**src/cpu_pkg.sv**
```systemverilog
`default_nettype none

package cpu_pkg;

	typedef logic [7:0] byte_t;
	typedef logic [15:0] addr_t;
	typedef logic [9:0] maddr_t;
	typedef logic [31:0] mword_t;
	// three entry points, index 0 in the low bits.
	typedef logic [29:0] dispatch_t;

	typedef enum logic [1:0] {alu_add, alu_sub, alu_sl, alu_sr} alu_op_t;
	typedef enum logic {ai_zero, ai_sb} ai_sel_t;
	typedef enum logic [1:0] {bi_db, bi_ndb, bi_adl, bi_hld} bi_sel_t;
	typedef enum logic [2:0] {db_dl, db_pcl, db_pch, db_sb, db_a, db_p} db_sel_t;
	typedef enum logic [2:0] {sb_alu, sb_sp, sb_x, sb_y, sb_a, sb_db} sb_sel_t;
	typedef enum logic [1:0] {ad_pc, ad_zp, ad_zpa, ad_sp} ad_sel_t;
	typedef enum logic [1:0] {p_none, p_ldc, p_clr, p_set} p_op_t;
	typedef enum logic [1:0] {seq_fetch, seq_next, seq_skip, seq_disp} seq_t;
	typedef enum logic {wr_read, wr_write} wr_t;

	localparam int flag_c = 0;
	localparam int flag_r = 5;

	// microinstruction field positions, lsb of each field.
	localparam int mop_alu_op = 30;
	localparam int mop_alu_c = 29;
	localparam int mop_ai = 28;
	localparam int mop_bi = 26;
	localparam int mop_db = 23;
	localparam int mop_sb = 20;
	localparam int mop_ld_a = 19;
	localparam int mop_ld_x = 18;
	localparam int mop_ld_y = 17;
	localparam int mop_ld_sp = 16;
	localparam int mop_ad = 14;
	localparam int mop_ab_l = 13;
	localparam int mop_ab_h = 12;
	localparam int mop_pc_inc = 11;
	localparam int mop_p_op = 9;
	localparam int mop_wr = 8;
	localparam int mop_seq = 6;
	localparam int mop_ent = 4;
	localparam int mop_pc_ld = 3;

	// microprogram entry points.
	localparam maddr_t mu_fetch = 10'd0;
	localparam maddr_t mu_decode = 10'd1;
	localparam maddr_t mu_sta = 10'd2;
	localparam maddr_t mu_write = 10'd3;
	localparam maddr_t mu_stx = 10'd4;
	localparam maddr_t mu_sty = 10'd5;
	localparam maddr_t mu_lda = 10'd6;
	localparam maddr_t mu_ldx = 10'd7;
	localparam maddr_t mu_ldy = 10'd8;
	localparam maddr_t mu_adc = 10'd9;
	localparam maddr_t mu_wb = 10'd10;
	localparam maddr_t mu_sbc = 10'd11;
	localparam maddr_t mu_asl = 10'd12;
	localparam maddr_t mu_lsr = 10'd13;
	localparam maddr_t mu_wb_sh = 10'd14;
	localparam maddr_t mu_tax = 10'd15;
	localparam maddr_t mu_txa = 10'd16;
	localparam maddr_t mu_clc = 10'd17;
	localparam maddr_t mu_sec = 10'd18;
	localparam maddr_t mu_nop = 10'd19;

endpackage

`default_nettype wire

```
**src/mop_sequencer.sv**
```systemverilog
`timescale 1ns/100ps
`default_nettype none

module mop_sequencer (
	input logic clk,
	input logic n_reset,
	input cpu_pkg::mword_t mop,
	input cpu_pkg::dispatch_t entry,
	output cpu_pkg::maddr_t mop_addr,
	output logic dispatch_en
);

	cpu_pkg::maddr_t succ;
	cpu_pkg::seq_t seq;
	logic [1:0] ent;

	assign seq = cpu_pkg::seq_t'(mop[cpu_pkg::mop_seq +: 2]);
	assign ent = mop[cpu_pkg::mop_ent +: 2];

	always_comb begin
		case (seq)
		cpu_pkg::seq_next: mop_addr = succ;
		cpu_pkg::seq_skip: mop_addr = succ + 10'd1;
		cpu_pkg::seq_disp: begin
			case (ent)
			2'd1: mop_addr = entry[19:10];
			2'd2: mop_addr = entry[29:20];
			default: mop_addr = entry[9:0];
			endcase
		end
		default: mop_addr = '0;
		endcase
	end

	// opcode is on the bus while the fetch word executes.
	always_ff @(posedge clk, negedge n_reset) begin
		if (!n_reset) begin
			succ <= '0;
			dispatch_en <= 1'b0;
		end else begin
			succ <= mop_addr + 10'd1;
			dispatch_en <= mop_addr == '0;
		end
	end

endmodule

`default_nettype wire

```
**config.mk**
```make
export PLATFORM = sky130hd
export DESIGN_NAME = mop_sequencer
export DESIGN_NICKNAME = d
export VERILOG_FILES = /design/src/cpu_pkg.sv /design/src/mop_sequencer.sv
export SDC_FILE = /design/constraint.sdc
export NUM_CORES = 1
export LEC_CHECK = 0
export BUFFER_PORTS_ARGS = -buffer_cell sky130_fd_sc_hd__buf_2
export CORE_MARGIN = 2
export CORE_UTILIZATION = 45
export DETAILED_ROUTE_END_ITERATION = 12
export GPL_TIMING_DRIVEN = 0
export PLACE_DENSITY = 0.87
export RECOVER_POWER = 50
export SLEW_MARGIN = 10
export SYNTH_ARGS = -nofsm -noshare
export SYNTH_HDL_FRONTEND = slang
export SYNTH_SLANG_ARGS = --single-unit
```
**constraint.sdc**
```tcl
create_clock -name clk -period 5 [get_ports clk]
set_clock_uncertainty 0.05 [all_clocks]
set_input_delay 1 -clock clk [delete_from_list [all_inputs] [get_ports clk]]
set_output_delay 1 -clock clk [all_outputs]
set_load 0.01 [all_outputs]
```
== Word-level counts from Yosys, hierarchy flattened ==
Index checks and enable logic that the tools add are counted.

* Register bits after elaboration: 11
* Input bits: 64
* Output and inout bits: 11
* Word-level logic and storage cells: 12

* Add/sub/neg operators: 2
* Equality and inequality tests: 5
* Multiplexer cells: 2
* Reduce and logical (&&, ||, !) cells: 1

{| class="wikitable"
|+ Operators with widths
! cell !! number
|-
| $pmux 10 s3 || 1
|-
| $add 10x1->10 const B || 2
|-
| $pmux 10 s2 || 1
|-
| $logic_not 10->1 || 1
|-
| $eq 2x2->1 const B || 3
|-
| $eq 2x1->1 const B || 2
|}

== Longest topological paths before layout ==
* Depth in word-level cells: 4
* Mapped depth: 13

== Least setup slack after synthesis ==
No wires, ideal clock.

* Path kind: input -> output
* Start: input port mop[4]
* End: output port mop_addr[4]
* Arrival time: 2273 ps
* Data required time: 3950 ps
* Setup slack: 1677 ps
* Stages on the path: 8
* Path buffers: 2
* Path through: inv_1 > ha_1 > buf_2 > buf_2 > nand2_1 > o21ai_0 > a221oi_2 > inv_2

* Longest elaborated chain between the ends: 3

{| class="wikitable"
|+ Ends and longest elaborated chain
! element !! line !! source
|-
| from (decl) || mop_sequencer.sv:7 || <nowiki>input cpu_pkg::mword_t mop,</nowiki>
|-
| $eq 2x2->1 or $eq 2x1->1 (tied branches) || mop_sequencer.sv:25 || <nowiki>case (ent)</nowiki>
|-
| $pmux 10 s2 * || mop_sequencer.sv:25 ||
|-
| $pmux 10 s3 * || mop_sequencer.sv:21 || <nowiki>case (seq)</nowiki>
|-
| to (decl) || mop_sequencer.sv:9 || <nowiki>output cpu_pkg::maddr_t mop_addr,</nowiki>
|}

Mark *: on every way between the ends. The rest lies on a longest branch, timed or not.

== Worst setup path after layout ==
Ends and elaborated chain as after synthesis.

==> results.yml <==
run_status:
  status: "finished clean"
grt:
  grt_pass1_wl_um: 5416
  grt_pass1_vias: 1234
  overflow: 0
  track_usage_pct: 21.32
  grt_max_degree: 12
  antenna_found_initial: 0
clocking:
  cts_buffers: 3
  cts_resized: 0
  cts_setup_buffers: 0
  clk_latency_ns: 0.26
  clkSinkCount: 11
  clk_path_buf_depth: 2
  h-tree-depth: 1
  cts_tree: "done"
  ctsHoldBuffers: 0
  clkTransAtPathRegs_ns: 0.07
  root_buffer: "clkbuf_4"
worst_setup_path:
  cp.required_ns: 3.95
  start_kind: "input pin"
  worstSetupEndpointType: "primary output"
  cp_slowest_cell: "a221oi_2"
  max_stage_delay_ns: 0.47
  crit_chain: "buf_2 -> inv_1 -> ha_1 -> clkbuf_1 -> clkbuf_1 -> o21ai_0 -> a221oi_2 -> inv_2 -> buf_2"
  path_class: "in -> out"
  cp_max_fo: 10
  crit_arrival_ns: 2.99
synthesis:
  synth_seq_cells: 11
  synth_top_area_share_pct: 22.27
  ys_seq_area_share_pct: 22.27
  ys_types: 51
  synthArstFlopShare_pct: 100.0
  synth_flop_cell: "dfrtp_1"
  ys_warn_count: 0
  synth_edf_count: 0
  synth_nets: 213
  syn_area_um2: 1236
  ys_top_cells_by_area: "dfrtp_1 (22%), xnor2_1 (5.7%), ha_1 (5.1%), a22oi_1 (4.3%), nand3_1 (3.2%)"
  avgSynthCellArea_um2: 8.585
  synth_cells: 144
  yosys.area.top_type: "dfrtp_1"
layout:
  area_growth_pct: 23.48
  final_cell_mix: "buf_2 (47), dfrtp_1 (11), nand2_1 (9), inv_1 (9)"
  antenna-diode-count: 0
  drive_gt1_share_pct: 37.11
  nNetsFinal: 264
  fin_cells: 225
  layout_commonest_cell: "buf_2"
sta:
  max_freq_ghz: 0.2478
  max_slew_margin_pct: 62.11
  final_max_slew_viol_count: 0
  finalSetupViolCount: 0
  tns_ns: 0
  tightest_slew_ns: 0.5683
  hold_viol: 0
  timing.final.crit_share_pct: 80.73
  rsz0062_at_grt: "no"
  period_needed_ns: 4.036
routing:
  drtPass1Iterations: 6
  routed_wirelength_um: 3152
  ant_nets: 0
  wl_per_cell_um: 14.01
  drt_iter0_markers: 43
  drc_errors: 0
  route.vias.total: 1303
  vias_per_cell: 5.791
power_and_ir_drop:
  clkPwrFrac_pct: 15.8
  pwr_density_cell_nw_per_um2: 244.7
  p_int_mw: 0.2228
  p_sw_share_pct: 40.36
  pwr-share-comb_pct: 51.5
  p_leak_nw: 0.7068
  switchingPower_mw: 0.1508
  peakVddDrop_mv: 0.2900
  power_frac_seq_pct: 32.8
floorplan:
  initial_core_util_pct: 46.02
  die_w_um: 56.41
  core_area_um2: 2686
  die_y_um: 56.41
  core.rowCount: 19
  dieArea_um2: 3182
  ioPinCount: 75
placed_design:
  numPortBuffers: 46
  gp_congestion: 0.8227
  placed_cells: 221
  hpwl_um: 2593
job:
  drv_cap: 0
min_path:
  hold_class: "in -> async"
-- sequential cells by signal, summed over array words and instances (netlist names) --
signal,count
dispatch_en,1
succ,10
-- final cells by class --
cell class	instances	area [um^2]
well taps	31	38.79
flip-flops and latches	11	275.3
inverters	10	37.54
repair buffers	46	227.7
multi-input cells	114	864.6
fillers	281	1160
plain buffers	9	56.30
clock buffers	4	26.28
-- layer usage --
| layer | GRT usage, % | routed length (um) |
|---|---|---|
| met1 | 24.06 | 1243 |
| met2 | 39.50 | 1708 |
| met3 | 5.300 | 167 |
| met4 | 5.782 | 33 |
| met5 | 0 | 0 |
-- cells in the mapped netlist (2+ instances only) --
master / n
dfrtp_1: 11
inv_1: 9
nand2_1: 9
nand3_1: 8
o21ai_0: 8
xnor2_1: 8
a22oi_1: 7
nor2_1: 7
buf_2: 5
ha_1: 5
nand4_1: 5
a21oi_1: 4
and3_1: 3
buf_4: 3
mux2_2: 3
nand2b_1: 3
o211ai_1: 3
a221o_1: 2
a221oi_2: 2
a31oi_1: 2
and4_1: 2
mux2i_1: 2
nand3b_1: 2
nor2b_1: 2
o211ai_2: 2
o21ai_1: 2
-- power by group through the flow --
stage / sequential, mW / clock (mW) / combinational [mW]
final: 0.122 / 0.0589 / 0.192
after global routing: 0.125 / 0.0657 / 0.214
after CTS: 0.122 / 0.0598 / 0.193
after detailed placement: 0.124 / 0 / 0.192
after global placement: 0.123 / 0 / 0.187
after floorplan: 0.119 / 0 / 0.138
-- stage by stage --
step / total power, mW / instance area (um^2) / setup WS (ns) / hold WS (ns) / util (%)
floorplan: 0.2570 / 1236 / 1.677 / 0.6475 / -
global placement: 0.3099 / 1505 / 1.301 / 0.6857 / 56.03
detailed placement: 0.3154 / 1505 / 1.285 / 0.7005 / 56.03
CTS: 0.3743 / 1531 / 1.282 / 0.5405 / 57.01
global route: 0.4045 / 1526 / 0.7573 / 0.6993 / 56.82
finish: 0.3736 / 1526 / 0.9637 / 0.6459 / 56.82
-- path summary, 6_finish.rpt --
| path | startpoint | endpoint | slack, ns | cells past startpoint |
|---|---|---|---|---|
| worst max-delay path | mop[4] | mop_addr[4] | 0.96 | 9 |
| worst min-delay path | n_reset | dispatch_en$_DFF_PN0_ | 0.65 | 1 |
| worst max register to register | succ[0]$_DFF_PN0_ | dispatch_en$_DFF_PN0_ | 2.73 | 8 |
| worst min register to register | succ[4]$_DFF_PN0_ | succ[4]$_DFF_PN0_ | 0.72 | 4 |
| max in group asynchronous | n_reset | succ[0]$_DFF_PN0_ | 3.88 | 1 |
| min in group clk | succ[4]$_DFF_PN0_ | succ[4]$_DFF_PN0_ | 0.72 | 4 |
-- cell families after synthesis --
logic type	share of synthesized area, %
compound gates	27.23
simple gates	26.01
xor+xnor	6.377
buf+inv	7.793
mux	5.263
flops	22.27
fa+ha+maj	5.061
-- worst max-delay path, delay by kind of cell --
kind / cells / cell delay [ns]
buffers and inverters: 6 / 1.02
AO/OA/AOI/OAI: 2 / 0.69
adder cells (fa/ha/maj): 1 / 0.26
(Power assumes the default switching activity.)
