==> src/cpu_pkg.sv <==
`default_nettype none

package cpu_pkg;

	typedef logic [7:0] byte_t;
	typedef logic [15:0] addr_t;
	typedef logic [9:0] maddr_t;
	typedef logic [31:0] mword_t;
	// three entry points, index 0 in the low bits.
	typedef logic [29:0] dispatch_t;

	typedef enum logic [1:0] {alu_add, alu_sub, alu_sl, alu_sr} alu_op_t;
	typedef enum logic {ai_zero, ai_sb} ai_sel_t;
	typedef enum logic [1:0] {bi_db, bi_ndb, bi_adl, bi_hld} bi_sel_t;
	typedef enum logic [2:0] {db_dl, db_pcl, db_pch, db_sb, db_a, db_p} db_sel_t;
	typedef enum logic [2:0] {sb_alu, sb_sp, sb_x, sb_y, sb_a, sb_db} sb_sel_t;
	typedef enum logic [1:0] {ad_pc, ad_zp, ad_zpa, ad_sp} ad_sel_t;
	typedef enum logic [1:0] {p_none, p_ldc, p_clr, p_set} p_op_t;
	typedef enum logic [1:0] {seq_fetch, seq_next, seq_skip, seq_disp} seq_t;
	typedef enum logic {wr_read, wr_write} wr_t;

	localparam int flag_c = 0;
	localparam int flag_r = 5;

	// microinstruction field positions, lsb of each field.
	localparam int mop_alu_op = 30;
	localparam int mop_alu_c = 29;
	localparam int mop_ai = 28;
	localparam int mop_bi = 26;
	localparam int mop_db = 23;
	localparam int mop_sb = 20;
	localparam int mop_ld_a = 19;
	localparam int mop_ld_x = 18;
	localparam int mop_ld_y = 17;
	localparam int mop_ld_sp = 16;
	localparam int mop_ad = 14;
	localparam int mop_ab_l = 13;
	localparam int mop_ab_h = 12;
	localparam int mop_pc_inc = 11;
	localparam int mop_p_op = 9;
	localparam int mop_wr = 8;
	localparam int mop_seq = 6;
	localparam int mop_ent = 4;
	localparam int mop_pc_ld = 3;

	// microprogram entry points.
	localparam maddr_t mu_fetch = 10'd0;
	localparam maddr_t mu_decode = 10'd1;
	localparam maddr_t mu_sta = 10'd2;
	localparam maddr_t mu_write = 10'd3;
	localparam maddr_t mu_stx = 10'd4;
	localparam maddr_t mu_sty = 10'd5;
	localparam maddr_t mu_lda = 10'd6;
	localparam maddr_t mu_ldx = 10'd7;
	localparam maddr_t mu_ldy = 10'd8;
	localparam maddr_t mu_adc = 10'd9;
	localparam maddr_t mu_wb = 10'd10;
	localparam maddr_t mu_sbc = 10'd11;
	localparam maddr_t mu_asl = 10'd12;
	localparam maddr_t mu_lsr = 10'd13;
	localparam maddr_t mu_wb_sh = 10'd14;
	localparam maddr_t mu_tax = 10'd15;
	localparam maddr_t mu_txa = 10'd16;
	localparam maddr_t mu_clc = 10'd17;
	localparam maddr_t mu_sec = 10'd18;
	localparam maddr_t mu_nop = 10'd19;

endpackage

`default_nettype wire

==> src/mop_rom.sv <==
`timescale 1ns/100ps
`default_nettype none

module mop_rom (
	input logic clk,
	input logic n_reset,
	input cpu_pkg::maddr_t mop_addr,
	output cpu_pkg::mword_t mop
);

	// single field constants, or-ed together per microinstruction.
	localparam cpu_pkg::mword_t f_ab = 32'd3 << cpu_pkg::mop_ab_h;
	localparam cpu_pkg::mword_t f_inc = 32'd1 << cpu_pkg::mop_pc_inc;
	localparam cpu_pkg::mword_t f_alu_c = 32'd1 << cpu_pkg::mop_alu_c;
	localparam cpu_pkg::mword_t f_ld_a = 32'd1 << cpu_pkg::mop_ld_a;
	localparam cpu_pkg::mword_t f_ld_x = 32'd1 << cpu_pkg::mop_ld_x;
	localparam cpu_pkg::mword_t f_ld_y = 32'd1 << cpu_pkg::mop_ld_y;
	localparam cpu_pkg::mword_t f_ent1 = 32'd1 << cpu_pkg::mop_ent;
	localparam cpu_pkg::mword_t f_ent2 = 32'd2 << cpu_pkg::mop_ent;
	localparam cpu_pkg::mword_t f_wr = 32'(cpu_pkg::wr_write) << cpu_pkg::mop_wr;
	localparam cpu_pkg::mword_t f_next = 32'(cpu_pkg::seq_next) << cpu_pkg::mop_seq;
	localparam cpu_pkg::mword_t f_skip = 32'(cpu_pkg::seq_skip) << cpu_pkg::mop_seq;
	localparam cpu_pkg::mword_t f_disp = 32'(cpu_pkg::seq_disp) << cpu_pkg::mop_seq;
	localparam cpu_pkg::mword_t f_ad_zp = 32'(cpu_pkg::ad_zp) << cpu_pkg::mop_ad;
	localparam cpu_pkg::mword_t f_db_a = 32'(cpu_pkg::db_a) << cpu_pkg::mop_db;
	localparam cpu_pkg::mword_t f_db_sb = 32'(cpu_pkg::db_sb) << cpu_pkg::mop_db;
	localparam cpu_pkg::mword_t f_sb_a = 32'(cpu_pkg::sb_a) << cpu_pkg::mop_sb;
	localparam cpu_pkg::mword_t f_sb_x = 32'(cpu_pkg::sb_x) << cpu_pkg::mop_sb;
	localparam cpu_pkg::mword_t f_sb_y = 32'(cpu_pkg::sb_y) << cpu_pkg::mop_sb;
	localparam cpu_pkg::mword_t f_sb_db = 32'(cpu_pkg::sb_db) << cpu_pkg::mop_sb;
	localparam cpu_pkg::mword_t f_ai_sb = 32'(cpu_pkg::ai_sb) << cpu_pkg::mop_ai;
	localparam cpu_pkg::mword_t f_bi_ndb = 32'(cpu_pkg::bi_ndb) << cpu_pkg::mop_bi;
	localparam cpu_pkg::mword_t f_sub = 32'(cpu_pkg::alu_sub) << cpu_pkg::mop_alu_op;
	localparam cpu_pkg::mword_t f_sl = 32'(cpu_pkg::alu_sl) << cpu_pkg::mop_alu_op;
	localparam cpu_pkg::mword_t f_sr = 32'(cpu_pkg::alu_sr) << cpu_pkg::mop_alu_op;
	localparam cpu_pkg::mword_t f_p_ldc = 32'(cpu_pkg::p_ldc) << cpu_pkg::mop_p_op;
	localparam cpu_pkg::mword_t f_p_clr = 32'(cpu_pkg::p_clr) << cpu_pkg::mop_p_op;
	localparam cpu_pkg::mword_t f_p_set = 32'(cpu_pkg::p_set) << cpu_pkg::mop_p_op;

	// opcode fetch, next byte address goes out.
	localparam cpu_pkg::mword_t f_fetch = f_ab | f_inc | f_next;
	localparam cpu_pkg::mword_t f_store = f_ad_zp | f_ab | f_inc | f_disp | f_ent1;
	localparam cpu_pkg::mword_t f_imm = f_ab | f_inc;

	cpu_pkg::mword_t word;

	// an all-zero word is a do-nothing return to fetch.
	always_comb begin
		case (mop_addr)
		cpu_pkg::mu_fetch: word = f_fetch;
		cpu_pkg::mu_decode: word = f_disp;
		cpu_pkg::mu_sta: word = f_store | f_db_a;
		cpu_pkg::mu_write: word = f_wr | f_ab;
		cpu_pkg::mu_stx: word = f_store | f_db_sb | f_sb_x;
		cpu_pkg::mu_sty: word = f_store | f_db_sb | f_sb_y;
		cpu_pkg::mu_lda: word = f_imm | f_sb_db | f_ld_a;
		cpu_pkg::mu_ldx: word = f_imm | f_sb_db | f_ld_x;
		cpu_pkg::mu_ldy: word = f_imm | f_sb_db | f_ld_y;
		cpu_pkg::mu_adc: word = f_imm | f_sb_a | f_ai_sb | f_alu_c | f_next;
		cpu_pkg::mu_wb: word = f_ld_a | f_p_ldc;
		cpu_pkg::mu_sbc:
			word = f_imm | f_sb_a | f_ai_sb | f_alu_c | f_bi_ndb | f_sub | f_disp | f_ent2;
		cpu_pkg::mu_asl: word = f_sb_a | f_ai_sb | f_sl | f_skip;
		cpu_pkg::mu_lsr: word = f_sb_a | f_ai_sb | f_sr | f_next;
		cpu_pkg::mu_wb_sh: word = f_ld_a | f_p_ldc;
		cpu_pkg::mu_tax: word = f_sb_a | f_ld_x;
		cpu_pkg::mu_txa: word = f_sb_x | f_ld_a;
		cpu_pkg::mu_clc: word = f_p_clr;
		cpu_pkg::mu_sec: word = f_p_set;
		default: word = '0;
		endcase
	end

	always_ff @(posedge clk, negedge n_reset) begin
		if (!n_reset)
			mop <= f_fetch;
		else
			mop <= word;
	end

endmodule

`default_nettype wire

==> config.mk <==
export PLATFORM = sky130hd
export DESIGN_NAME = mop_rom
export DESIGN_NICKNAME = d
export VERILOG_FILES = /design/src/cpu_pkg.sv /design/src/mop_rom.sv
export SDC_FILE = /design/constraint.sdc
export NUM_CORES = 1
export LEC_CHECK = 0
export ABC_CLOCK_PERIOD_IN_PS = 800
export BUFFER_PORTS_ARGS = -buffer_cell sky130_fd_sc_hd__buf_2
export CELL_PAD_IN_SITES_DETAIL_PLACEMENT = 2
export CELL_PAD_IN_SITES_GLOBAL_PLACEMENT = 2
export CORE_ASPECT_RATIO = 1.1
export CORE_MARGIN = 2
export CORE_UTILIZATION = 25
export CTS_BUF_LIST = sky130_fd_sc_hd__clkbuf_16
export DETAILED_ROUTE_END_ITERATION = 10
export PLACE_DENSITY = 0.75
export SLEW_MARGIN = 20
export SYNTH_ARGS = -nofsm -noshare
export SYNTH_HDL_FRONTEND = slang
export SYNTH_SLANG_ARGS = --single-unit
==> constraint.sdc <==
create_clock -name clk -period 0.8 [get_ports clk]
set_input_delay 0.08 -clock clk [delete_from_list [all_inputs] [get_ports clk]]
set_output_delay 0.08 -clock clk [all_outputs]
set_load 0.01 [all_outputs]
# ---- Word-level counts from Yosys, hierarchy flattened
# Memories as Yosys holds them, arrays and structs flattened.
# Index checks and enable logic that the tools add are counted.
dict set report word_totals {
  elab_cells 4
  mem_count 1
  mem_bits_ro 800
  reg_bits 32
}
# name words word_bits read_ports rd_ports_with_merged_regs wr line
set mem_list {}
lappend mem_list {{(name not given)} 32 25 1 0 0 mop_rom.sv:49} ;# case (mop_addr)
dict set report classes {
  n_reduce_logical 1
  mux 1
}
# operator count
set op_table {}
lappend op_table {{32-bit two-way mux} 1}
lappend op_table {{5-bit zero test} 1}

# ---- Depth between registers and ports, before layout
dict set report depth {
  word_depth 2
  depth_mapped 5
  depth_no_buf 5
}

# ---- Worst setup path before layout
# Ideal clock, no wire load.
dict set report synth_path {
  path_kind {input to register}
  start {input mop_addr[6]}
  end {register mop[30]}
  t_required_ns 0.712
  setup_slack_ns -0.506
  t_arrival_ns 1.218
  path_stages 4
  setup_ns 0.088
  n_path_buf 1
  path_cell_list {or4_4 > or3_4 > buf_6 > a211oi_2}
}
dict set report synth_between {
  elab_chain_len 2
}
# element line
set synth_rtl {}
lappend synth_rtl {{start: declaration} mop_rom.sv:7} ;# input cpu_pkg::maddr_t mop_addr,
lappend synth_rtl {{5-bit zero test} mop_rom.sv:49}
lappend synth_rtl {{32-bit two-way mux} mop_rom.sv:49}
lappend synth_rtl {{named net word[30]} mop_rom.sv:45} ;# cpu_pkg::mword_t word;
lappend synth_rtl {{end signal: assignment} mop_rom.sv:76} ;# mop <= f_fetch;
lappend synth_rtl {{end signal: assignment} mop_rom.sv:78} ;# mop <= word;
lappend synth_rtl {{end: declaration} mop_rom.sv:8} ;# output cpu_pkg::mword_t mop
# The timed path passes the listed nets, and every way through them passes these cells.

# ---- Final worst setup path
dict set report layout_path {
  start {input mop_addr[6]}
  end {register mop[20]}
}
# The elaborated chain is that of the path after synthesis.

==> results.txt <==
Nets: 169
Synth Register Bits: 21
Average routed wire per standard cell: 14.7 um
RSZ-0062 raised after global routing: true
Synth async-reset ratio: 100%
Synth Area in Compound Gates: 8.98%
Max FO, Critical Path: 7
Post-synth EDFFs: 0
CP Launch Type: input port
Die Wd: 66.4 um
Pin count of the biggest net entering global routing: 22
Placement Setup Slack: -0.693 ns
Row count: 24
Vias in the first global route: 992
Die Ht: 72.7 um
1st-iter DRT viols: 25
Tot Pwr: 2410 uW
WP data required: 0.98 ns
Status: complete, but fails checks
Fmax: 831 MHz
Die footprint: 0.00483 sq mm
Max rail drop VDD: 0.646 mV
Post-Syn Area: 0.00107 sq mm
Vias per inst: 4.38
Placed insts: 196
CP Cell Sequence: buf_6 -> or4_4 -> or3_4 -> buf_6 -> a21oi_2
Post-detailed-routing wire length: 2.96 mm
Final number of setup-violating endpoints: 46
Hold Path Cell Cnt: 3
Drc violations: 0
Top-count cell post-synth: dfrtp_1
Detailed Place HPWL: 2.32 mm
Worst setup EP type: flop
Leading area contributor after synthesis: dfrtp_1
Crit path max-delay family: simple AND/OR/NAND/NOR gates
Area share of the leading cell type in the synthesized netlist: 42.0%
Antenna violations before repair: 0
Max-slew violation count: 0
Setup slack after layout: -0.404 ns
Global-route wire length before repair: 4.72 mm
Remaining antenna violation count after routing: 0
Number of fill cells: 447
Avg Cell Area, Syn: 10.8 sq um
Fraction of layout cells with a size suffix above 1: 49.0%
TritonCTS Buffers: 3
Vias: 881
Seq/Total Area, Yosys: 49.4%
Final Wtd Congestion: 0.801
Worst-path clk slew: 0.05 ns
Synth unique cells: 36
Number of diodes: 0
Port bufs: 36
Adder-Cell Fraction of Synth Area: 8.17%
Setup TNS: -8.48 ns
Max-cap violations: 0
Final cell count without fillers: 201
Hold Crit Class: in -> reg
Critical path depth: 5
Main area contributors after synthesis: dfrtp_1 42%, ha_1 8.2%, buf_4 7.7%
Register area: 529 sq um
Max H-tree Level: 1
Clock Sinks: 21
Hold Fails Final Rpt: 0
Buf/Inv on CP: 2
Delay of the slowest critical-path stage: 0.54 ns
Failing checks: setup timing
Crit-path most repeated cell: buf_6
Area occupied by multi-input gates: 485 sq um
Min Clock Period, post-route: 1.20 ns
Area Overhead vs Synth: 44.3%
Biggest register: mop
Post-Synth XOR/XNOR Area: 0%
CTS tree: yes
LEAKAGE: 0.000803 uW
Critical path class: in -> reg
Critical-path top delay cell: or4_4
Io pins: 44
Data arrival, critical path: 1.39 ns
CTS Root Cell: clkbuf_16
Top Registers: mop (21)
Synth Instances: 99
Initial Util: 26.5%
Top FF cell, synth: dfrtp_1
Synth Warn #: 0
Top cells by count, synth: 18 x dfrtp_1, 11 x buf_4, 10 x nor2_1, 7 x ha_1, 5 x nand2b_1
Number of flip-flops in the largest register: 21
Pwr dens: 1560 mW/mm^2
Synth Area in Simple Gates: 19.6%
GRT Overall Usage: 13.3%
1st-pass router iterations: 3
Post-synthesis mux area share: 1.98%
Core box area: 0.00405 sq mm
Largest family of logic cells by synthesized area: simple AND/OR/NAND/NOR gates
Final period util: 150%
CTS Buffer Depth: 2
GRT overflow: 0
## cell usage in the layout, fill, tap and decap left out
cell type / synthesis / final
a211oi_1: 2 / 2
a211oi_2: 1 / 1
a21oi_1: 3 / 2
a21oi_2: 1 / 2
a2bb2oi_1: 1 / 1
a311oi_1: 1 / 1
and3_1: 1 / 1
buf_2: 0 / 30
buf_4: 11 / 16
buf_6: 1 / 8
clkbuf_16: 0 / 3
clkinv_1: 1 / 1
conb_1: 1 / 7
dfrtp_1: 18 / 18
dfstp_2: 3 / 3
dlygate4sd3_1: 0 / 1
ha_1: 7 / 7
inv_1: 4 / 5
mux2_2: 1 / 1
mux2i_1: 1 / 1
nand2_1: 4 / 4
nand2b_1: 5 / 5
nand3_1: 2 / 2
nand3b_1: 1 / 1
nor2_1: 10 / 7
nor2_4: 0 / 3
nor2b_1: 1 / 1
nor3_2: 3 / 2
nor3_4: 0 / 2
nor3b_1: 2 / 2
nor4bb_1: 1 / 1
o211a_1: 1 / 1
o211ai_1: 1 / 1
o21ai_0: 2 / 2
or2_1: 1 / 1
or3_4: 1 / 1
or4_1: 1 / 1
or4_4: 1 / 1
## path summary, 6_finish.rpt
check / from / end / slack (ns)
hold / removal: mop_addr[9] / mop[6] / 0.16
min in group asynchronous: n_reset / mop[31] / 0.31
setup / recovery: mop_addr[6] / mop[20] / -0.40
max in group asynchronous: n_reset / mop[11] / 0.14
## per-stage QoR
step	utilization [%]	cell area (sq um)	hold WS, ns
global placement	33.8	1370	0.0379
floorplan	-	1090	-0.216
finish	38.2	1550	0.161
detailed placement	33.8	1370	0.0567
CTS	37.9	1540	0.157
global route	38.2	1550	0.191
## report_power, final
part / switching, uW / total, uW / internal [uW]
registers: 1.23 / 1070 / 1070
clock network: 364 / 1030 / 666
logic: 180 / 310 / 129
total: 545 / 2410 / 1860
## kinds of logic after synthesis
logic type,after synthesis
buffers and inverters,20
other,1
AOI/OAI and AO/OA,13
muxes,2
adders and majority gates,7
and+or+nand+nor,35
DFF,21
## final cells by class
cell class / instances / share of cell area (%)
clock buffer: 3 / 4.85
clock inverter: 1 / 0.243
inverter: 5 / 1.21
multi-input combinational: 64 / 31.4
sequential: 21 / 34.2
tap: 52 / 4.20
timing repair buffer: 55 / 23.9
## tightest hold or removal path: stages
cell and delay [ns]:
buf_2 0.09, or3_4 0.17, a311oi_1 0.06
## what timing repair did
item / CTS / global route
hold endpoints to repair: 18 / 0
pin swaps: 1 / 0
gates resized for setup: 16 / 2
hold buffers: 1 / 0
setup endpoints to repair: 46 / 46
setup buffers: 0 / 0
## routing by layer
metal	part of all wire (%)	wire [um]	up-vias	track usage (%)
met3	4.1	122	7	1.39
met1	37	1100	433	13.5
li1	-	-	410	-
met4	3.2	96	0	8.84
met5	0	0	-	0
met2	55	1640	31	25.1
No activity file was read; power rests on OpenSTA's default activity.
