[config.mk]
export PLATFORM = sky130hd
export DESIGN_NAME = dispatch_rom
export DESIGN_NICKNAME = d
export VERILOG_FILES = /design/src/cpu_pkg.sv /design/src/dispatch_rom.sv
export SDC_FILE = /design/constraint.sdc
export NUM_CORES = 1
export LEC_CHECK = 0
export ABC_AREA = 1
export BUFFER_PORTS_ARGS = -buffer_cell sky130_fd_sc_hd__buf_2
export CORE_MARGIN = 4
export CORE_UTILIZATION = 41
export CTS_CLUSTER_DIAMETER = 80
export CTS_CLUSTER_SIZE = 40
export DETAILED_ROUTE_END_ITERATION = 8
export HOLD_SLACK_MARGIN = 0.06
export MAX_ROUTING_LAYER = met4
export PLACE_DENSITY = 0.76
export SYNTH_ARGS = -nofsm -noshare
export SYNTH_HDL_FRONTEND = slang
export SYNTH_SLANG_ARGS = --single-unit
[constraint.sdc]
create_clock -name clk -period 0.8 [get_ports clk]
set_input_delay 0.16 -clock clk [delete_from_list [all_inputs] [get_ports clk]]
set_output_delay 0.16 -clock clk [all_outputs]
set_load 0.05 [all_outputs]
[src/cpu_pkg.sv]
`default_nettype none

package cpu_pkg;

	typedef logic [7:0] byte_t;
	typedef logic [15:0] addr_t;
	typedef logic [9:0] maddr_t;
	typedef logic [31:0] mword_t;
	// three entry points, index 0 in the low bits.
	typedef logic [29:0] dispatch_t;

	typedef enum logic [1:0] {alu_add, alu_sub, alu_sl, alu_sr} alu_op_t;
	typedef enum logic {ai_zero, ai_sb} ai_sel_t;
	typedef enum logic [1:0] {bi_db, bi_ndb, bi_adl, bi_hld} bi_sel_t;
	typedef enum logic [2:0] {db_dl, db_pcl, db_pch, db_sb, db_a, db_p} db_sel_t;
	typedef enum logic [2:0] {sb_alu, sb_sp, sb_x, sb_y, sb_a, sb_db} sb_sel_t;
	typedef enum logic [1:0] {ad_pc, ad_zp, ad_zpa, ad_sp} ad_sel_t;
	typedef enum logic [1:0] {p_none, p_ldc, p_clr, p_set} p_op_t;
	typedef enum logic [1:0] {seq_fetch, seq_next, seq_skip, seq_disp} seq_t;
	typedef enum logic {wr_read, wr_write} wr_t;

	localparam int flag_c = 0;
	localparam int flag_r = 5;

	// microinstruction field positions, lsb of each field.
	localparam int mop_alu_op = 30;
	localparam int mop_alu_c = 29;
	localparam int mop_ai = 28;
	localparam int mop_bi = 26;
	localparam int mop_db = 23;
	localparam int mop_sb = 20;
	localparam int mop_ld_a = 19;
	localparam int mop_ld_x = 18;
	localparam int mop_ld_y = 17;
	localparam int mop_ld_sp = 16;
	localparam int mop_ad = 14;
	localparam int mop_ab_l = 13;
	localparam int mop_ab_h = 12;
	localparam int mop_pc_inc = 11;
	localparam int mop_p_op = 9;
	localparam int mop_wr = 8;
	localparam int mop_seq = 6;
	localparam int mop_ent = 4;
	localparam int mop_pc_ld = 3;

	// microprogram entry points.
	localparam maddr_t mu_fetch = 10'd0;
	localparam maddr_t mu_decode = 10'd1;
	localparam maddr_t mu_sta = 10'd2;
	localparam maddr_t mu_write = 10'd3;
	localparam maddr_t mu_stx = 10'd4;
	localparam maddr_t mu_sty = 10'd5;
	localparam maddr_t mu_lda = 10'd6;
	localparam maddr_t mu_ldx = 10'd7;
	localparam maddr_t mu_ldy = 10'd8;
	localparam maddr_t mu_adc = 10'd9;
	localparam maddr_t mu_wb = 10'd10;
	localparam maddr_t mu_sbc = 10'd11;
	localparam maddr_t mu_asl = 10'd12;
	localparam maddr_t mu_lsr = 10'd13;
	localparam maddr_t mu_wb_sh = 10'd14;
	localparam maddr_t mu_tax = 10'd15;
	localparam maddr_t mu_txa = 10'd16;
	localparam maddr_t mu_clc = 10'd17;
	localparam maddr_t mu_sec = 10'd18;
	localparam maddr_t mu_nop = 10'd19;

endpackage

`default_nettype wire

[src/dispatch_rom.sv]
`timescale 1ns/100ps
`default_nettype none

module dispatch_rom (
	input logic clk,
	input logic n_reset,
	input logic dispatch_en,
	input cpu_pkg::byte_t opcode,
	output cpu_pkg::dispatch_t entry
);

	cpu_pkg::dispatch_t table_out;

	// entry packing is {point 2, point 1, point 0}.
	always_comb begin
		case (opcode)
		8'ha9: table_out = {cpu_pkg::mu_nop, cpu_pkg::mu_nop, cpu_pkg::mu_lda};
		8'ha2: table_out = {cpu_pkg::mu_nop, cpu_pkg::mu_nop, cpu_pkg::mu_ldx};
		8'ha0: table_out = {cpu_pkg::mu_nop, cpu_pkg::mu_nop, cpu_pkg::mu_ldy};
		8'h69: table_out = {cpu_pkg::mu_nop, cpu_pkg::mu_nop, cpu_pkg::mu_adc};
		8'he9: table_out = {cpu_pkg::mu_wb, cpu_pkg::mu_nop, cpu_pkg::mu_sbc};
		8'h0a: table_out = {cpu_pkg::mu_nop, cpu_pkg::mu_nop, cpu_pkg::mu_asl};
		8'h4a: table_out = {cpu_pkg::mu_nop, cpu_pkg::mu_nop, cpu_pkg::mu_lsr};
		8'haa: table_out = {cpu_pkg::mu_nop, cpu_pkg::mu_nop, cpu_pkg::mu_tax};
		8'h8a: table_out = {cpu_pkg::mu_nop, cpu_pkg::mu_nop, cpu_pkg::mu_txa};
		8'h18: table_out = {cpu_pkg::mu_nop, cpu_pkg::mu_nop, cpu_pkg::mu_clc};
		8'h38: table_out = {cpu_pkg::mu_nop, cpu_pkg::mu_nop, cpu_pkg::mu_sec};
		8'h85: table_out = {cpu_pkg::mu_nop, cpu_pkg::mu_write, cpu_pkg::mu_sta};
		8'h86: table_out = {cpu_pkg::mu_nop, cpu_pkg::mu_write, cpu_pkg::mu_stx};
		8'h84: table_out = {cpu_pkg::mu_nop, cpu_pkg::mu_write, cpu_pkg::mu_sty};
		default: table_out = {cpu_pkg::mu_nop, cpu_pkg::mu_nop, cpu_pkg::mu_nop};
		endcase
	end

	always_ff @(posedge clk, negedge n_reset) begin
		if (!n_reset)
			entry <= {cpu_pkg::mu_nop, cpu_pkg::mu_nop, cpu_pkg::mu_nop};
		else if (dispatch_en)
			entry <= table_out;
	end

endmodule

`default_nettype wire

# After elaboration in Yosys (flattened, before gate mapping)
# Index checks and enable logic that the tools add are counted.
# op_classes
n_eq_ne	14
mux	1
# ops
operator	n
25-bit one-hot mux with 14 select lines	1
8-bit == test, second input constant	9
8-bit by 7-bit == test with 1-bit output, second input constant	2
8-bit by 4-bit == test with 1-bit output, second input constant	1
8-bit by 5-bit == test with 1-bit output, second input constant	1
8-bit by 6-bit == test with 1-bit output, second input constant	1
# totals
register_bits	30
inputBits	11
output_inout_bits	30
elab_cells	16

# Depth between registers and ports, before layout
# Gate-level depths: netlist (run 1).
# logic_depth
ltp_word	2
depth_mapped	9
ltp_nobuf	9

# Worst setup path after synthesis (run 1)
# Ideal clock, no wire load.
# synth_path
path_kind	register to output
start	register, netlist name entry[20]
end	output entry[24]
arrival_ns	0.928
t_required_ns	0.640
setup_slack_ns	-0.288
stages_incl_launch_ff	2
path_buffers	1
path_cell_list	dfstp_2 > buf_4
# synth_lines
item	line_no	rtl
end, declared	dispatch_rom.sv:9	output cpu_pkg::dispatch_t entry

==> flow_summary.ini, run 1 <==
[worst_setup_path]
path_delay_family = flip-flops
crit_chain = buf_6
timing.rr.end = entry[1]
reg2reg_slack_ns = -0.05
worstSetupStartpointType = flip-flop
worst-setup-path-type = flip-flop to output port
crit_arrival_ns = 0.98
reg2regPathDepth = 3
worst_path_max_delay_cell = dfstp_2
r2r-start = entry[1]
cp.required_ns = 0.64
crit_fanout = 3
cp.depth = 1
slowest_delay_ns = 0.56
critical_path.endpoint_type = output port
path_buf_inv = 1
endpoint = entry[24]
startpoint = entry[20]

[place]
placed_cell_area_um2 = 1050
dp_hpwl_mm = 1.64
port_buffers = 19
preCtsSetupSlack_ns = -0.458
gp_congestion = 0.784

[clock_tree]
cts.clk_slew.worst_paths_ns = 0.06
htree_num_levels = 1
cts_tree = yes
clock_latency_ns = 0.26
clock_path_buffers = 2
numCtsBuffers = 3
cts_root_buffer = clkbuf_4
clock_sinks = 8

[power]
combPwrFrac_pct = 48.5
power_frac_seq_pct = 29.2
leakage_nw = 0.751
intPower_w = 0.000853
p_sw_w = 0.000681
ir_drop_mv = 0.703
power_density_nw_per_um2 = 1020
p_total_w = 0.00153
power.share.switching_pct = 44.4
pwr-share-clk_pct = 22.3

[logic_synthesis]
syn_area_per_cell_um2 = 6.01
synthCells = 138
synth_edf_count = 0
synth_flop_cell = dfstp_2
synth.area.top_cells = buf_4, nand2_1, dfstp_2
synth_top_cell_area_share_pct = 19.9
postSynth.asyncResetShare_pct = 100
yosysTopAreaCell = buf_4
synth_warnings = 0
synth-seq-cells = 8
ys_seq_area_share_pct = 24.9
syn-cell-area_um2 = 830
ys_types = 18

[floorplanning]
ios = 41
initial_core_util_pct = 42.7
die_area_um2 = 2810
fp.dieH_um = 53.0
row_count = 16
core_area_um2 = 1940
die_w_um = 53.0

[route]
drt-total-wl_mm = 2.43
initialDrtViolationCount = 13
wl_per_cell_um = 12.0
via_per_inst = 4.63
route.detailed.drc = 0
num_vias = 940
antenna_left = 0
drt_pass1_iterations = 4

[grt]
grt_max_degree = 9
grt_usage_pct = 17.3
grt_pass1_vias = 903
overflow = 0
grt_pass1_wl_mm = 3.48
antenna_found_initial = 0

[timing]
rsz0062_at_grt = yes
maxSlewViolCount = 0
min_period_ns = 1.14
fmax_mhz = 874
layout_setup_ws_ns = -0.344
setup_violations = 13
min_period_over_period_pct = 143
fin_skew_ns = 0
hold_viol = 0

[final_layout]
diodes = 0
layout-drive-gt1-share_pct = 61.9
final_common_cell = conb_1
final_nets = 188
largestRegisters = entry: 8 flops
largest_reg_flops = 8
top_register = entry
postLayoutCellArea_um2 = 1500
layout_common_cells = conb_1, nand2_1, nand2_2
area_delta_synth_final_pct = 81.1

[outcome]
status = complete, but fails checks
failed_checks = setup timing

[flow_run]
drv_cap = 0

[min_path]
hold_path_class = input port to flip-flop
[power by group through the flow]
stage | clock, W | combinational (W) | sequential (W)
floorplan | 0 | 0.000464 | 0.000510
global placement | 0 | 0.000554 | 0.000446
detailed placement | 0 | 0.000563 | 0.000447
CTS | 0.000353 | 0.000685 | 0.000449
global route | 0.000357 | 0.000786 | 0.000451
finish | 0.000342 | 0.000744 | 0.000449
[cell families after synthesis]
family                 count (synthesis)  share of synthesized area (%)
and+or+nand+nor                       83                           41.9
buffers and inverters                 36                           26.2
DFF                                    8                           24.9
AOI/OAI and AO/OA                      9                           6.03
other                                  2                          0.905
[repair_timing]
| item | in CTS | in global routing |
|---|---|---|
| hold buffers | 1 | 0 |
| setup buffers | 6 | 2 |
| hold endpoints to repair | 8 | 0 |
| pin swaps | 21 | 14 |
| setup endpoints to repair | 15 | 16 |
| gates resized for setup | 77 | 33 |
[worst min-delay path by stage]
stage / from / end / slack [ns] / depth (start not counted)
final: dispatch_en / entry[3] / 0.23 / 4
after global routing: dispatch_en / entry[3] / 0.27 / 4
after CTS: dispatch_en / entry[3] / 0.23 / 4
after detailed placement: n_reset / entry[2] / 0.005 / 1
after global placement: n_reset / entry[2] / 0.001 / 1
after floorplan: n_reset / entry[23] / -0.14 / 0
[synthesized netlist by cell type, types with 2 or more instances]
| cell | number |
|---|---|
| a21oi_1 | 6 |
| buf_4 | 22 |
| conb_1 | 2 |
| dfrtp_1 | 3 |
| dfstp_2 | 5 |
| inv_1 | 13 |
| nand2_1 | 37 |
| nand2_2 | 5 |
| nand3_1 | 9 |
| nor2_1 | 28 |
[metal layers]
metal	vias to the layer above	GRT usage (%)	part of all wire (%)
met3	11	0.845	5.6
met4	0	13.2	4.8
met1	432	16.5	33
li1	456	-	-
met2	41	32.4	56
met5	-	-	0
[per-stage QoR]
step / hold slack, ns / cells / TNS, ns / util [%]
detailed placement: 0.00544 / 191 / -3.61 / 53.9
global placement: 0.00137 / 191 / -3.42 / 53.9
CTS: 0.230 / 202 / -2.61 / 71.0
floorplan: -0.136 / 157 / -1.05 / -
finish: 0.233 / 203 / -2.70 / 77.4
global route: 0.265 / 203 / -3.18 / 77.4
[final cells by class]
cell class	instances	area, um^2
multi-input combinational	113	711
fill	138	439
inverter	14	110
timing repair buffer	37	412
sequential	8	210
tap	27	33.8
clock buffer	4	26.3
(Power assumes the default switching activity.)
==> inputs of run 2 (changes only) <==
--- a/config.mk
+++ b/config.mk
@@ -7,6 +7,7 @@
 export LEC_CHECK = 0
 export ABC_AREA = 1
 export BUFFER_PORTS_ARGS = -buffer_cell sky130_fd_sc_hd__buf_2
+export CORE_ASPECT_RATIO = 0.8
 export CORE_MARGIN = 4
 export CORE_UTILIZATION = 41
 export CTS_CLUSTER_DIAMETER = 80
==> run 2 against run 1 <==
- the flow still finishes with violations (setup timing)
- worst setup slack worse by 0.0016 ns
- via count is 5.7% higher
- final cell count is 2.0% lower
- total power is 4.3% higher
==> flow_summary.ini, run 2 (synthesis gave the netlist of run 1 again) <==
[timing]
maxSlewViolCount = 0
min_period_over_period_pct = 143
hold_ws_ns = 0.259
rsz0062_at_grt = yes
setup_tns_ns = -3.06
hold_viol = 0
fin_skew_ns = 0
setup_violations = 15
layout_setup_ws_ns = -0.346
fmax_mhz = 873
min_period_ns = 1.15

[clock_tree]
htree_num_levels = 1
cts_tree = yes
numCtsBuffers = 3
clock_latency_ns = 0.28
cts.clk_slew.worst_paths_ns = 0.06
clock_path_buffers = 2
clock_sinks = 8
cts_root_buffer = clkbuf_4

[route]
wl_per_cell_um = 14.9
via_per_inst = 4.99
antenna_left = 0
drt_pass1_iterations = 4
num_vias = 994
route.detailed.drc = 0
drt-total-wl_mm = 2.97
initialDrtViolationCount = 17

[floorplanning]
die_area_um2 = 2810
ios = 41
core_area_um2 = 1910
row_count = 14
fp.dieH_um = 48.2
initial_core_util_pct = 43.4
die_w_um = 58.3

[final_layout]
area_delta_synth_final_pct = 85.1
top_register = entry
final_common_cell = conb_1
largest_reg_flops = 8
layout_common_cells = conb_1, nand2_1, nand2_2
fin_util_pct = 80.4
diodes = 0
final_nets = 187
largestRegisters = entry: 8 flops
layout-drive-gt1-share_pct = 65.1

[worst_setup_path]
crit_fanout = 2
crit_chain = buf_8
cp.required_ns = 0.64
critical_path.endpoint_type = output port
worst-setup-path-type = flip-flop to output port
path_buf_inv = 1
slowest_delay_ns = 0.56
worstSetupStartpointType = flip-flop
path_delay_family = flip-flops
worst_path_max_delay_cell = dfstp_2
crit_arrival_ns = 0.99

[power]
leakage_nw = 0.768
power_density_nw_per_um2 = 1040
p_total_w = 0.00160
ir_drop_mv = 0.834

[grt]
grt_pass1_wl_mm = 4.38
grt.busiest_layer = met2
grtUsageMet2_pct = 40.5
grtUsageMet1_pct = 22.3
grt_usage_pct = 21.7
grt_max_degree = 9
use_met3_pct = 5.82
grt_pass1_vias = 956
antenna_found_initial = 0
overflow = 0

[place]
dp_hpwl_mm = 1.64
gp_congestion = 0.861
port_buffers = 19
preCtsSetupSlack_ns = -0.441

[min_path]
hold_path_class = input port to asynchronous set/reset pin

[flow_run]
drv_cap = 0

[outcome]
status = complete, but fails checks
failed_checks = setup timing
run 2: cell type report:
cell class	count	area, um^2
Inverter	14	105
Tap cell	24	30.0
Fill cell	119	374
Sequential cell	8	210
Clock buffer	4	26.3
Timing Repair Buffer	36	404
Multi-Input combinational cell	113	759
run 2: power by group:
part / internal [W] / total (W) / switching, W
Sequential: 0.000433 / 0.000449 / 0.0000163
Clock: 0.000193 / 0.000370 / 0.000177
Combinational: 0.000239 / 0.000782 / 0.000542
run 2: timing repair:
| action | 4_1_cts | 5_1_grt |
|---|---|---|
| hold buffers | 1 | 0 |
| endpoints found under the setup margin | 15 | 15 |
| buffers inserted | 5 | 2 |
| gates resized for setup | 98 | 23 |
| pin swaps | 20 | 19 |
| hold endpoints to repair | 8 | 0 |
run 2: per-layer routing:
layer	share of wire (%)	wire length [um]	vias to the layer above
met2	52	1540	70
met4	3.5	104	0
met5	0	0	-
met3	8.2	244	15
li1	-	-	455
met1	36	1080	454
run 2: final timing paths:
| check | startpoint | to | slack, ns | cells after the start |
|---|---|---|---|---|
| setup reg to reg | entry[0] | entry[0] | -0.08 | 3 |
| setup / recovery | entry[0] | entry[0] | -0.35 | 1 |
| min in group clk | dispatch_en | entry[3] | 0.27 | 4 |
| hold / removal | n_reset | entry[2] | 0.26 | 2 |
| hold reg to reg | entry[2] | entry[2] | 0.51 | 2 |
| max in group asynchronous | n_reset | entry[20] | 0.30 | 2 |
run 2: metrics by stage:
step,cells,instance area [um^2]
2_1_floorplan,157,1020
3_3_place_gp,188,1040
3_5_place_dp,188,1040
4_1_cts,198,1450
5_1_grt,199,1540
6_report,199,1540
==> inputs of run 3 (changes only) <==
==> constraint.sdc (replaced) <==
create_clock -name clk -period 1 [get_ports clk]
set_input_delay 0.2 -clock clk [delete_from_list [all_inputs] [get_ports clk]]
set_output_delay 0.2 -clock clk [all_outputs]
set_load 0.05 [all_outputs]
==> run 3 against run 2 <==
- the flow still finishes with violations (setup timing)
- sequential share of layout area is 1.7 points higher
- clock power shrank 19%
- via count down 2.6%
- critical endpoint is now entry[24]
- critical path type unchanged
==> flow_summary.ini, run 3 (synthesis gave the netlist of run 1 again) <==
[outcome]
status = complete, but fails checks
failed_checks = setup timing

[timing]
setup_violations = 9
fmax_mhz = 842
fin_skew_ns = 0
min_period_ns = 1.19
setup_tns_ns = -1.13
hold_viol = 0
min_period_over_period_pct = 119
layout_setup_ws_ns = -0.188
rsz0062_at_grt = yes
maxSlewViolCount = 0

[route]
wl_per_cell_um = 12.9
drt_pass1_iterations = 4
route.detailed.drc = 0
initialDrtViolationCount = 25
antenna_left = 0
num_vias = 968
via_per_inst = 4.89
drt-total-wl_mm = 2.56

[floorplanning]
die_w_um = 58.3
ios = 41
initial_core_util_pct = 43.4
fp.dieH_um = 48.2
core_area_um2 = 1910
row_count = 14
die_area_um2 = 2810

[clock_tree]
numCtsBuffers = 3
clock_sinks = 8
cts_root_buffer = clkbuf_4
clock_path_buffers = 2
cts.clk_slew.worst_paths_ns = 0.07
htree_num_levels = 1
cts_tree = yes
clock_latency_ns = 0.27

[power]
ir_drop_mv = 0.540
leakage_nw = 0.733
power_density_nw_per_um2 = 900

[place]
port_buffers = 19
dp_hpwl_mm = 1.72
gp_congestion = 0.872

[final_layout]
diodes = 0
nFillCells = 141
layout-drive-gt1-share_pct = 54.0
layout_common_cells = conb_1, nand2_1, nand2_2
fin_util_pct = 70.1
top_register = entry
final_nets = 186
area_delta_synth_final_pct = 61.4
final_common_cell = conb_1
largest_reg_flops = 8
largestRegisters = entry: 8 flops

[worst_setup_path]
slowest_delay_ns = 0.56
path_buf_inv = 1
worst-setup-path-type = flip-flop to output port
r2r-start = entry[4]
cp.depth = 1
cp.required_ns = 0.80
crit_fanout = 3
worstSetupStartpointType = flip-flop
reg2regPathDepth = 2
timing.rr.end = entry[4]
reg2reg_slack_ns = 0.18
worst_path_max_delay_cell = dfstp_2
crit_chain = buf_6
crit_arrival_ns = 0.99
critical_path.endpoint_type = output port
path_delay_family = flip-flops

[grt]
antenna_found_initial = 0
overflow = 0
grt_max_degree = 9
grt_pass1_vias = 805
grt_usage_pct = 16.8
grt_pass1_wl_mm = 3.41

[flow_run]
drv_cap = 0

[min_path]
hold_path_class = input port to asynchronous set/reset pin
-- run 3: how the worst max path moves through the flow --
stage / startpoint / to / slack (ns)
after floorplan: entry[20] / entry[24] / -0.08
after CTS: entry[20] / entry[24] / -0.20
after detailed placement: opcode[5] / entry[14] / -0.31
final: entry[20] / entry[24] / -0.19
after global placement: opcode[6] / entry[0] / -0.25
after global routing: entry[20] / entry[20] / -0.22
-- run 3: cell type report --
type	instances	area, um^2	share of cell area, %
inverter	14	77.6	5.79
sequential	8	206	15.4
tap	24	30.0	2.24
clock buffer	4	26.3	1.96
timing repair buffer	35	367	27.4
multi-input combinational	113	632	47.2
-- run 3: layer usage --
metal	up-vias	track usage, %	wire (um)
li1	455	-	-
met1	455	19.7	930
met2	49	27.8	1360
met3	9	2.12	182
met4	0	11.1	87
met5	-	-	0
-- run 3: timing repair --
action,4_1_cts,5_1_grt
setup buffers,1,4
gates resized for setup,33,77
pin swaps,3,21
endpoints found under the setup margin,11,15
hold buffers,1,0
cloned,0,0
endpoints found under the hold margin,8,0
-- run 3: per-stage QoR --
stage / area [um^2] / setup WS (ns) / cells / hold slack, ns / power [W]
after floorplan: 908 / -0.0788 / 157 / -0.0956 / 0.000745
after detailed placement: 936 / -0.306 / 188 / 0.0570 / 0.000767
after global routing: 1340 / -0.217 / 198 / 0.326 / 0.00126
after CTS: 1070 / -0.202 / 194 / 0.281 / 0.00111
after global placement: 936 / -0.252 / 188 / 0.0416 / 0.000758
final: 1340 / -0.188 / 198 / 0.306 / 0.00121
-- run 3: power by group --
group          total, W  internal (W)  switching [W]
clock          0.000298      0.000155       0.000143
sequential     0.000359      0.000346      0.0000133
combinational  0.000549      0.000160       0.000389
